==> src/include/tracker_defines.svh <==
`ifndef TRACKER_DEFINES_SVH
`define TRACKER_DEFINES_SVH

// pixel coordinates sized for a 1280x720 raster
`define TRK_X_W 11 // 0..1279
`define TRK_Y_W 10 // 0..719

// one color channel once 565 is widened
`define TRK_CH_W 8

// marked pixels in one frame with 921600 worst case
`define TRK_CNT_W 20

// coordinate sums when every pixel of a frame is marked
`define TRK_SUM_X_W 31
`define TRK_SUM_Y_W 30

`endif

==> src/hw/tracker_pkg.sv <==
`include "tracker_defines.svh"

package tracker_pkg;

  // channel a mask tests
  typedef enum logic [1:0] {
    GREEN = 2'd0,
    RED   = 2'd1,
    BLUE  = 2'd2,
    LUMA  = 2'd3
  } channel_e;

  // inclusive range test on one channel
  typedef struct packed {
    channel_e             channel;
    logic [`TRK_CH_W-1:0] lower;
    logic [`TRK_CH_W-1:0] upper;
  } mask_cfg_t; // 18 bits

  // mask result travelling with its coordinates
  typedef struct packed {
    logic                valid;
    logic                frame_end;
    logic                hit; // pixel inside the range and low on frame_end
    logic [`TRK_X_W-1:0] x;
    logic [`TRK_Y_W-1:0] y;
  } mask_beat_t; // 24 bits

  typedef struct packed {
    logic                empty; // no marked pixel in the frame
    logic [`TRK_X_W-1:0] x_min;
    logic [`TRK_Y_W-1:0] y_min;
    logic [`TRK_X_W-1:0] x_max;
    logic [`TRK_Y_W-1:0] y_max;
  } bbox_t; // 43 bits

  typedef struct packed {
    logic                empty;
    logic [`TRK_X_W-1:0] x;
    logic [`TRK_Y_W-1:0] y;
  } com_t; // 22 bits

endpackage

==> src/hw/video_pkg.sv <==
`include "tracker_defines.svh"

package video_pkg;

  // packed 565 pixel with red in the top bits
  typedef struct packed {
    logic [4:0] r;
    logic [5:0] g;
    logic [4:0] b;
  } rgb565_t;

  // one beat of the incoming pixel stream
  typedef struct packed {
    logic                valid;     // single cycle pixel strobe
    logic                frame_end; // beat after the last pixel carrying no pixel
    logic [`TRK_X_W-1:0] x;
    logic [`TRK_Y_W-1:0] y;
    rgb565_t             pixel;
  } pix_beat_t; // 39 bits

endpackage

==> src/hw/bounding_box.sv <==
module bounding_box (
  input  logic                    clk_pixel,
  input  logic                    sys_rst,
  input  tracker_pkg::mask_beat_t mask,
  output tracker_pkg::bbox_t      bbox,
  output logic                    bbox_valid
);
  import tracker_pkg::*;

  // running box starts inverted so the first hit loads every edge
  localparam bbox_t BOX_START = '{
    empty: 1'b1,
    x_min: '1,
    y_min: '1,
    x_max: '0,
    y_max: '0
  };

  // what a frame without hits reports
  localparam bbox_t BOX_EMPTY = '{
    empty: 1'b1,
    x_min: '0,
    y_min: '0,
    x_max: '0,
    y_max: '0
  };

  bbox_t run;    // box of the frame in progress where empty doubles as not-seen-any
  logic  marked;

  assign marked = mask.valid && mask.hit;

  always_ff @(posedge clk_pixel) begin
    if (sys_rst) begin
      run        <= BOX_START;
      bbox       <= BOX_EMPTY;
      bbox_valid <= 1'b0;
    end else begin
      bbox_valid <= mask.frame_end; // one cycle after the frame_end beat
      if (mask.frame_end) begin
        // publish and restart in the same cycle
        if (run.empty) bbox <= BOX_EMPTY;
        else           bbox <= run;
        run <= BOX_START;
      end else if (marked) begin
        run.empty <= 1'b0;
        if (mask.x < run.x_min) run.x_min <= mask.x;
        if (mask.x > run.x_max) run.x_max <= mask.x;
        if (mask.y < run.y_min) run.y_min <= mask.y;
        if (mask.y > run.y_max) run.y_max <= mask.y;
      end
    end
  end

endmodule

==> src/hw/center_of_mass.sv <==
`include "tracker_defines.svh"

module center_of_mass (
  input  logic                    clk_pixel,
  input  logic                    sys_rst,
  input  tracker_pkg::mask_beat_t mask,
  output tracker_pkg::com_t       com,
  output logic                    com_valid
);
  import tracker_pkg::*;

  // y dividend is zero extended so both dividers share one step count
  localparam int STEPS  = `TRK_SUM_X_W;
  localparam int STEP_W = $clog2(STEPS);

  localparam com_t COM_EMPTY = '{empty: 1'b1, x: '0, y: '0};

  // restoring divider state where quotient bits shift in from the right
  typedef struct packed {
    logic [`TRK_CNT_W-1:0] rem; // always below the divisor
    logic [STEPS-1:0]      quo; // dividend on load and quotient when done
  } div_state_t;

  logic [`TRK_SUM_X_W-1:0] acc_x;
  logic [`TRK_SUM_Y_W-1:0] acc_y;
  logic [`TRK_CNT_W-1:0]   acc_cnt;

  logic                  busy;
  logic [STEP_W-1:0]     step;
  logic [`TRK_CNT_W-1:0] den;  // hit count of the frame being divided
  div_state_t            div_x;
  div_state_t            div_y;
  div_state_t            div_x_nxt;
  div_state_t            div_y_nxt;
  logic                  last_step;

  // one quotient bit per call
  function automatic div_state_t div_step(input div_state_t cur,
                                          input logic [`TRK_CNT_W-1:0] d);
    logic [`TRK_CNT_W:0] shifted;
    logic [`TRK_CNT_W:0] diff;
    div_state_t          nxt;
    shifted = {cur.rem, cur.quo[STEPS-1]}; // bring down next dividend bit
    diff    = shifted - {1'b0, d};
    nxt.quo = {cur.quo[STEPS-2:0], 1'b0};
    if (shifted >= {1'b0, d}) begin
      nxt.rem    = diff[`TRK_CNT_W-1:0];
      nxt.quo[0] = 1'b1;
    end else begin
      nxt.rem = shifted[`TRK_CNT_W-1:0]; // below d so it fits
    end
    return nxt;
  endfunction

  assign div_x_nxt = div_step(div_x, den);
  assign div_y_nxt = div_step(div_y, den);
  assign last_step = busy && (step == STEP_W'(STEPS - 1));

  // per frame accumulation that every frame_end restarts
  always_ff @(posedge clk_pixel) begin
    if (sys_rst || mask.frame_end) begin
      acc_x   <= '0;
      acc_y   <= '0;
      acc_cnt <= '0;
    end else if (mask.valid && mask.hit) begin
      acc_x   <= acc_x + `TRK_SUM_X_W'(mask.x);
      acc_y   <= acc_y + `TRK_SUM_Y_W'(mask.y);
      acc_cnt <= acc_cnt + 1'b1;
    end
  end

  // divider datapath loads only when idle so a late frame_end is dropped
  always_ff @(posedge clk_pixel) begin
    if (!busy && mask.frame_end) begin
      den   <= acc_cnt;
      div_x <= '{rem: '0, quo: acc_x};
      div_y <= '{rem: '0, quo: STEPS'(acc_y)};
    end else if (busy) begin
      div_x <= div_x_nxt;
      div_y <= div_y_nxt;
    end
  end

  // step control and result register
  always_ff @(posedge clk_pixel) begin
    if (sys_rst) begin
      busy      <= 1'b0;
      step      <= '0;
      com_valid <= 1'b0;
      com       <= COM_EMPTY;
    end else begin
      com_valid <= 1'b0;
      if (busy) begin
        step <= step + 1'b1;
        if (last_step) begin
          // final bit resolves this cycle and is published straight from it
          busy      <= 1'b0;
          com_valid <= 1'b1;
          if (den == '0) begin
            com <= COM_EMPTY;
          end else begin
            com.empty <= 1'b0;
            com.x     <= div_x_nxt.quo[`TRK_X_W-1:0]; // mean never exceeds max coordinate
            com.y     <= div_y_nxt.quo[`TRK_Y_W-1:0];
          end
        end
      end else if (mask.frame_end) begin
        busy <= 1'b1;
        step <= '0;
      end
    end
  end

endmodule

==> src/hw/color_mask.sv <==
`include "tracker_defines.svh"

module color_mask (
  input  logic                    clk_pixel,
  input  logic                    sys_rst,
  input  tracker_pkg::mask_cfg_t  cfg,
  input  video_pkg::pix_beat_t    pix,
  output tracker_pkg::mask_beat_t mask
);
  import video_pkg::*;
  import tracker_pkg::*;

  // stage 1 beat carrying the selected channel value
  typedef struct packed {
    logic                 valid;
    logic                 frame_end;
    logic [`TRK_X_W-1:0]  x;
    logic [`TRK_Y_W-1:0]  y;
    logic [`TRK_CH_W-1:0] chan;
  } chan_beat_t;

  rgb565_t              px;
  logic [`TRK_CH_W-1:0] red8;
  logic [`TRK_CH_W-1:0] green8;
  logic [`TRK_CH_W-1:0] blue8;
  logic [`TRK_CH_W-1:0] luma8;
  logic [`TRK_CH_W-1:0] chan_sel; // channel picked by cfg for stage 1
  chan_beat_t           s1;
  logic                 in_range;

  assign px = pix.pixel;

  // widen 565 to 8 bit channels with zero low bits
  assign red8   = {px.r, 3'b000};
  assign green8 = {px.g, 2'b00};
  assign blue8  = {px.b, 3'b000};

  // cheap luma r/4 + g/2 + b/4 tops out at 250 so no carry out
  assign luma8 = (red8 >> 2) + (green8 >> 1) + (blue8 >> 2);

  always_comb begin
    chan_sel = green8;
    case (cfg.channel)
      GREEN: chan_sel = green8;
      RED:   chan_sel = red8;
      BLUE:  chan_sel = blue8;
      LUMA:  chan_sel = luma8;
    endcase
  end

  // stage 1 registers the selected channel with coordinates and strobes
  always_ff @(posedge clk_pixel) begin
    s1.chan <= chan_sel;
    s1.x    <= pix.x;
    s1.y    <= pix.y;
    if (sys_rst) begin
      s1.valid     <= 1'b0;
      s1.frame_end <= 1'b0;
    end else begin
      s1.valid     <= pix.valid;
      s1.frame_end <= pix.frame_end;
    end
  end

  // both bounds inclusive while cfg stays steady over a frame
  assign in_range = (s1.chan >= cfg.lower) && (s1.chan <= cfg.upper);

  // stage 2 registers the range compare
  always_ff @(posedge clk_pixel) begin
    mask.x <= s1.x;
    mask.y <= s1.y;
    if (sys_rst) begin
      mask.valid     <= 1'b0;
      mask.frame_end <= 1'b0;
      mask.hit       <= 1'b0;
    end else begin
      mask.valid     <= s1.valid;
      mask.frame_end <= s1.frame_end;
      mask.hit       <= s1.valid && in_range; // frame_end beat never hits
    end
  end

endmodule

==> src/hw/color_tracker_top.sv <==
module color_tracker_top (
  input  logic                   clk_pixel,
  input  logic                   sys_rst,
  input  video_pkg::pix_beat_t   pix,
  input  tracker_pkg::mask_cfg_t shirt_cfg,
  input  tracker_pkg::mask_cfg_t saber_cfg,
  output tracker_pkg::bbox_t     bbox,
  output logic                   bbox_valid,
  output tracker_pkg::com_t      com,
  output logic                   com_valid
);
  import tracker_pkg::*;

  mask_beat_t shirt_beat; // 2 cycles behind pix
  mask_beat_t saber_beat;

  // shirt path boxes the marked region
  color_mask shirt_mask_i (
    .clk_pixel (clk_pixel),
    .sys_rst   (sys_rst),
    .cfg       (shirt_cfg),
    .pix       (pix),
    .mask      (shirt_beat)
  );

  bounding_box bounding_box_i (
    .clk_pixel  (clk_pixel),
    .sys_rst    (sys_rst),
    .mask       (shirt_beat),
    .bbox       (bbox),
    .bbox_valid (bbox_valid) // 3 cycles after frame_end in
  );

  // saber path finds the centroid of the marked pixels
  color_mask saber_mask_i (
    .clk_pixel (clk_pixel),
    .sys_rst   (sys_rst),
    .cfg       (saber_cfg),
    .pix       (pix),
    .mask      (saber_beat)
  );

  center_of_mass center_of_mass_i (
    .clk_pixel (clk_pixel),
    .sys_rst   (sys_rst),
    .mask      (saber_beat),
    .com       (com),
    .com_valid (com_valid) // divider adds TRK_SUM_X_W+1 cycles
  );

endmodule

==> config.mk <==
export PLATFORM = sky130hd
export DESIGN_NAME = color_tracker_top
export DESIGN_NICKNAME = d
export VERILOG_FILES = /design/src/hw/tracker_pkg.sv /design/src/hw/video_pkg.sv /design/src/hw/bounding_box.sv /design/src/hw/center_of_mass.sv /design/src/hw/color_mask.sv /design/src/hw/color_tracker_top.sv
export VERILOG_INCLUDE_DIRS = /design/src /design/src/include
export SDC_FILE = /design/constraint.sdc
export NUM_CORES = 1
export LEC_CHECK = 0
export ABC_CLOCK_PERIOD_IN_PS = 5100
export BUFFER_PORTS_ARGS = -buffer_cell sky130_fd_sc_hd__buf_2
export CORE_ASPECT_RATIO = 1.25
export CORE_MARGIN = 1.5
export CORE_UTILIZATION = 45
export DETAILED_ROUTE_END_ITERATION = 8
export PLACE_DENSITY_LB_ADDON = 0.25
export RECOVER_POWER = 100
export SYNTH_ARGS = -nofsm -noshare
export SYNTH_HDL_FRONTEND = slang
export SYNTH_SLANG_ARGS = --single-unit
==> constraint.sdc <==
create_clock -name clk_pixel -period 5.1 [get_ports clk_pixel]
set_input_delay 1.02 -clock clk_pixel [delete_from_list [all_inputs] [get_ports clk_pixel]]
set_output_delay 1.02 -clock clk_pixel [all_outputs]
set_load 0.02 [all_outputs]
* After elaboration in Yosys (flattened, before gate mapping)
Cells that the tools add are included.
Cells by class: add/sub/neg operators 8, magnitude comparators 10, eq/ne operators 7, multiplexer cells 18, bitwise gates (word level) 1, reductions and logical operators 22
Operators with widths (number):
- $pmux 8 s4 | 2
- $mux 31 | 2
- $mux 30 | 2
- $mux 43 | 1
- $ge 21x20->1 | 2
- $mux 20 | 2
- $sub 20x20->20 | 2
- $add 31x11->31 | 1
- $add 30x10->30 | 1
- $mux 22 | 1
- $add 20x1->20 const B | 1
- $logic_not 20->1 | 1
- $ge 8x8->1 | 2
- $le 8x8->1 | 2
- $gt 11x11->1 | 1
- $lt 11x11->1 | 1
- $gt 10x10->1 | 1
- $lt 10x10->1 | 1
- $mux 5 | 2
- $reduce_and 2->1 | 5
- $add 6x7->8 | 1
- $add 8x6->8 | 1
- $eq 2x2->1 const B | 4
- $logic_and 1x1->1 | 8
- other kinds (10) | 19
Word-level totals: register bits 383, bits of input ports 77, output and inout bits 67, word-level logic and storage cells 104

* Logic depth before layout (Yosys ltp)
word-level depth 4, gate-level depth with buffers 13, gate-level depth less buffers 11

* Modules after synthesis
Synthesis repeated with hierarchy kept, for this count alone.
Unflattened totals: cells, all modules 2096, area total of the unflattened synthesis 20086.8 um2
Modules (own cells, without submodules):
- center_of_mass | times used 1, cells each 1367, area each 12260.5 um2, seq. area each 5455.2 um2
- bounding_box | times used 1, cells each 425, area each 4040.1 um2, seq. area each 1741.7 um2
- color_mask | times used 2, cells each 152, area each 1893.1 um2, seq. area each 1081.0 um2

* Worst setup path before layout
OpenSTA, ideal clock, no wires.
path kind input port to flip-flop, start point in pix[1] in the netlist's numbering, end point reg saber_mask_i.s1[6] in the netlist's numbering, library setup time 0.134 ns, arrival time 2.945 ns, data required time 4.966 ns, slack 2.020 ns, stages on the path 11, buffers on the path 0, path through inv_1 > fa_1 > inv_1 > ha_1 > inv_1 > fa_1 > inv_1 > a21o_1 > a21oi_1 > xnor2_1 > mux4_2
On the way: cells in the longest elaborated chain, start to end 2
Ends and longest elaborated chain:
- start, declared | line color_tracker_top.sv:4 | input video_pkg::pix_beat_t pix,
- $add 8x6->8 | line color_mask.sv:39 | assign luma8 = (red8 >> 2) + (green8 >> 1) + (blue8 >> 2);
- $pmux 8 s4 | line color_mask.sv:43 | case (cfg.channel)
- net saber_mask_i.chan_sel[6] | line color_mask.sv:27 | logic [`TRK_CH_W-1:0] chan_sel;
- end, declared | line color_mask.sv:28 | chan_beat_t s1;
The timed path passes the listed nets, and every way through them passes these cells. A chain may end at the register's enable or synchronous reset.

* Worst setup path in the final report
start point reg center_of_mass_i.busy, end point reg center_of_mass_i.div_x[25] in the netlist's numbering (enable)
On the way: cells in the longest elaborated chain, start to end 3
Ends and longest elaborated chain:
- start, declared | line center_of_mass.sv:28 | logic busy;
- start signal, assigned | line center_of_mass.sv:87 | busy <= 1'b0;
- start signal, assigned | line center_of_mass.sv:97 | busy <= 1'b0;
- start signal, assigned | line center_of_mass.sv:108 | busy <= 1'b1;
- $logic_not 1->1 | line center_of_mass.sv:74 | if (!busy && mask.frame_end) begin
- $logic_and 1x1->1 | line center_of_mass.sv:74
- $reduce_bool 2->1 (no source line) (*)
- end signal, assigned | line center_of_mass.sv:76 | div_x <= '{rem: '0, quo: acc_x};
- end signal, assigned | line center_of_mass.sv:79 | div_x <= div_x_nxt;
- end, declared | line center_of_mass.sv:31 | div_state_t div_x;
Mark *: on every way between the ends. The rest lies on a longest branch, timed or not.

==> summary.txt <==
Outcome
  • Status: complete, but fails checks
  • Failing checks: capacitance limit, slew limit

Setup path
  • Reg-to-Reg Start: center_of_mass_i.busy
  • Crit path cell chain: clkbuf_1 -> nor2_2 -> buf_4 -> inv_1 -> buf_4
  • Critical path type: flop to flop
  • Crit path required time: 5.28 ns
  • Worst path most repeated cell: buf_4
  • Critical Path AT: 4.36 ns
  • Crit path from: center_of_mass_i.busy
  • Slowest-stage cell, CP: clkbuf_1
  • Crit Path Max Fanout: 46
  • Max stage delay on crit path: 1.56 ns
  • CP startpoint kind: flop
  • CP Capture Type: flop

Clocking
  • TritonCTS clock tree: built
  • Num CTS Buffers: 40
  • CTS Sinks: 381
  • Reg clk slew, reported paths: 0.06 ns
  • Clock Latency Late Sink: roughly 0.54 ns
  • Post-CTS setup buffer count: 0
  • CTS root buffer: clkbuf_16
  • Hold_buf cts: 0
  • Post-CTS resize count: 0
  • Clock Path Buffers: 3
  • H-tree depth reported by CTS: 2

Logic synthesis
  • #FFs+latches synth: ~380
  • Net Count, Synth: 2038
  • Yosys cell types: 68
  • Main synth FF type: dfxtp_1
  • Yosys warnings: 0
  • Synth Area per Inst: 10.04 µm²
  • Netlist Area Pre-Place: ~18000 µm²
  • Cells after Synth: 1814
  • Seq/Total Area, Yosys: 0.4634
  • Post-synth EDFFs: 81
  • FFs w/ async S/R, synth: 0

Timing
  • Worst hold slack: roughly 0.32 ns
  • Minimum clock period: 4.184 ns
  • Unrepaired setup endpoints after global routing: false
  • Worst-Margin Slew: around 3.3 ns
  • Max Slew Vio Count: slightly below 200
  • Sum Neg Setup Slack: 0 ns
  • # setup viols final: 0
  • Upper clock frequency limit: approximately 240 MHz
  • Slew margin rel.: -1.196
  • Clock Skew: 0.02142 ns
  • Final period utilization: 0.8204
  • Hold Fails Final Rpt: 0

Global routing
  • Initial antenna violation count: 0
  • Largest net degree at the start of global routing: a little over 50
  • Number of global-route vias before repair: 13750
  • Overall Global Routing Usage: 0.2001
  • Total congestion overflow: 0
  • First-pass GRT wire length: between 60 and 70 mm

Detailed routing
  • Routed WL: 41.45 mm
  • Via total after detailed routing: 13710
  • Final ANT Viol Nets: 0
  • Drt initial violations: 703
  • Pre-antenna DRT Iters: 5
  • Drt drc: 0
  • Wire per inst: 16.74 µm
  • Vias per inst: 5.535

Power and ir drop
  • Leak: 0.008437 µW
  • Max VDD drop: between 200 and 300 µV
  • PwrDens: between 300 and 400 nW/µm²

Floorplan
  • Die area: 41690 µm²
  • Core area: 40010 µm²
  • Die X: 182.9 µm
  • IO Pins: between 100 and 150
  • DIE HEIGHT: 227.9 µm
  • Rows: 82
  • Initial core utilization: 0.4551

Place
  • RePlAce Congestion: 0.9123
  • # port buffers: 143
  • DP Wirelength: 30.02 mm

Finish
  • Layout net count: ~2200
  • Most frequent cells in the layout: dfxtp_1 (300), nand2_1 (170), ha_1 (137)
  • Filler cell count: 3691
  • Syn-to-layout area delta: 12.59%
  • Share of layout cells above drive strength 1: 0.1080
  • Multi-input logic area: 8966 µm²
  • Commonest non-fill, non-tap cell in the layout: dfxtp_1
  • Register area: 8438 µm²
  • Diode count: 0

Worst hold path
  • Type of the worst min-delay path: flop to flop
  • Hold wc startpoint: saber_mask_i.s1[26]

Job
  • Max cap viols: 5
[kinds of logic (layout without fill, tap and decap cells)]
kind of cell | count (synthesis) | in the layout | synth area share
compound gates | 443 | 443 | 0.1657
xor+xnor | 87 | 87 | 0.04184
fa+ha+maj | 147 | 147 | 0.1051
buf+inv | 204 | 362 | 0.04418
flops | 381 | 381 | 0.4634
mux | 92 | 92 | 0.06101
simple gates | 460 | 460 | 0.1188
[routing by layer]
layer	global-route usage	vias to the layer above	wire [µm]
li1	-	6798	-
met1	0.2400	6578	17950
met2	0.3629	251	20730
met3	0.03193	78	1635
met4	0.06276	0	1133
met5	0	-	0
[report_power, final]
group | switching (µW) | internal, µW | leakage [µW]
Sequential | 60.3 | 3170 | 0.00320
Clock | 1190 | 1600 | 0.000627
Combinational | 284 | 223 | 0.00461
[final cells by class]
cell class,instances,area share
sequential,381,0.4116
clock inverter,17,0.004760
inverter,127,0.02325
multi-input combinational,1229,0.4373
tap,504,0.03076
clock buffer,57,0.05694
timing repair buffer,161,0.03540
[cells in the mapped netlist (all sizes together), types with 11 or more instances]
cell type    n  area share
clkbuf      59       0.012
edfxtp      81        0.13
buf         18      0.0058
mux2        52       0.032
or3         24      0.0082
nand4       17      0.0058
o31ai       13      0.0054
ha         137       0.094
a22o        63       0.030
nand2      170       0.035
inv        126       0.026
xnor2       48       0.023
nor2        98       0.020
a21oi       95       0.026
and3        17      0.0058
nor2b       25      0.0086
mux2i       30       0.016
dfxtp      300        0.33
xor2        39       0.019
o211ai      22      0.0091
a32oi       11      0.0053
o311ai      20      0.0096
o21a        26       0.011
o21ai       92       0.025
nand3       58       0.016
a21o        39       0.016
[critical path: cells and delay by family (launching register included)]
kind | cells | cell delay, ns
buffers and inverters | 4 | 3.46
flip-flops | 1 | 0.37
AND/OR/NAND/NOR | 1 | -0.04
[metrics by stage]
| stage | cells | total power, µW | util | area (µm²) | worst slack [ns] |
|---|---|---|---|---|---|
| finish | 2476 | 6527 | 0.5124 | 20500 | 0.9158 |
| global route | 2476 | 6798 | 0.5124 | 20500 | 0.5840 |
| CTS | 2476 | 6611 | 0.5168 | 20680 | 1.404 |
| detailed placement | 2402 | 3808 | 0.4851 | 19410 | 1.439 |
| global placement | 2402 | 3787 | 0.4851 | 19410 | 1.533 |
| floorplan | 1814 | 3638 | - | 18210 | 2.020 |
[worst paths after layout]
| check | slack [ns] | depth (start not counted) | to |
|---|---|---|---|
| max | 0.92 | 5 | center_of_mass_i.div_x[25] |
| min | 0.32 | 0 | saber_mask_i.mask[18] |
| max reg2reg | 0.92 | 5 | center_of_mass_i.div_x[25] |
| min reg2reg | 0.32 | 0 | saber_mask_i.mask[18] |
[registers in the layout, summed over array words and instances (netlist names), 24 cells and up]
signal,cells
bounding_box_i.bbox,43
center_of_mass_i.div_y,51
saber_mask_i.mask,24
bounding_box_i.run,43
saber_mask_i.s1,30
center_of_mass_i.acc_y,30
center_of_mass_i.div_x,51
center_of_mass_i.acc_x,31
Power figures use the tool's default switching activity.
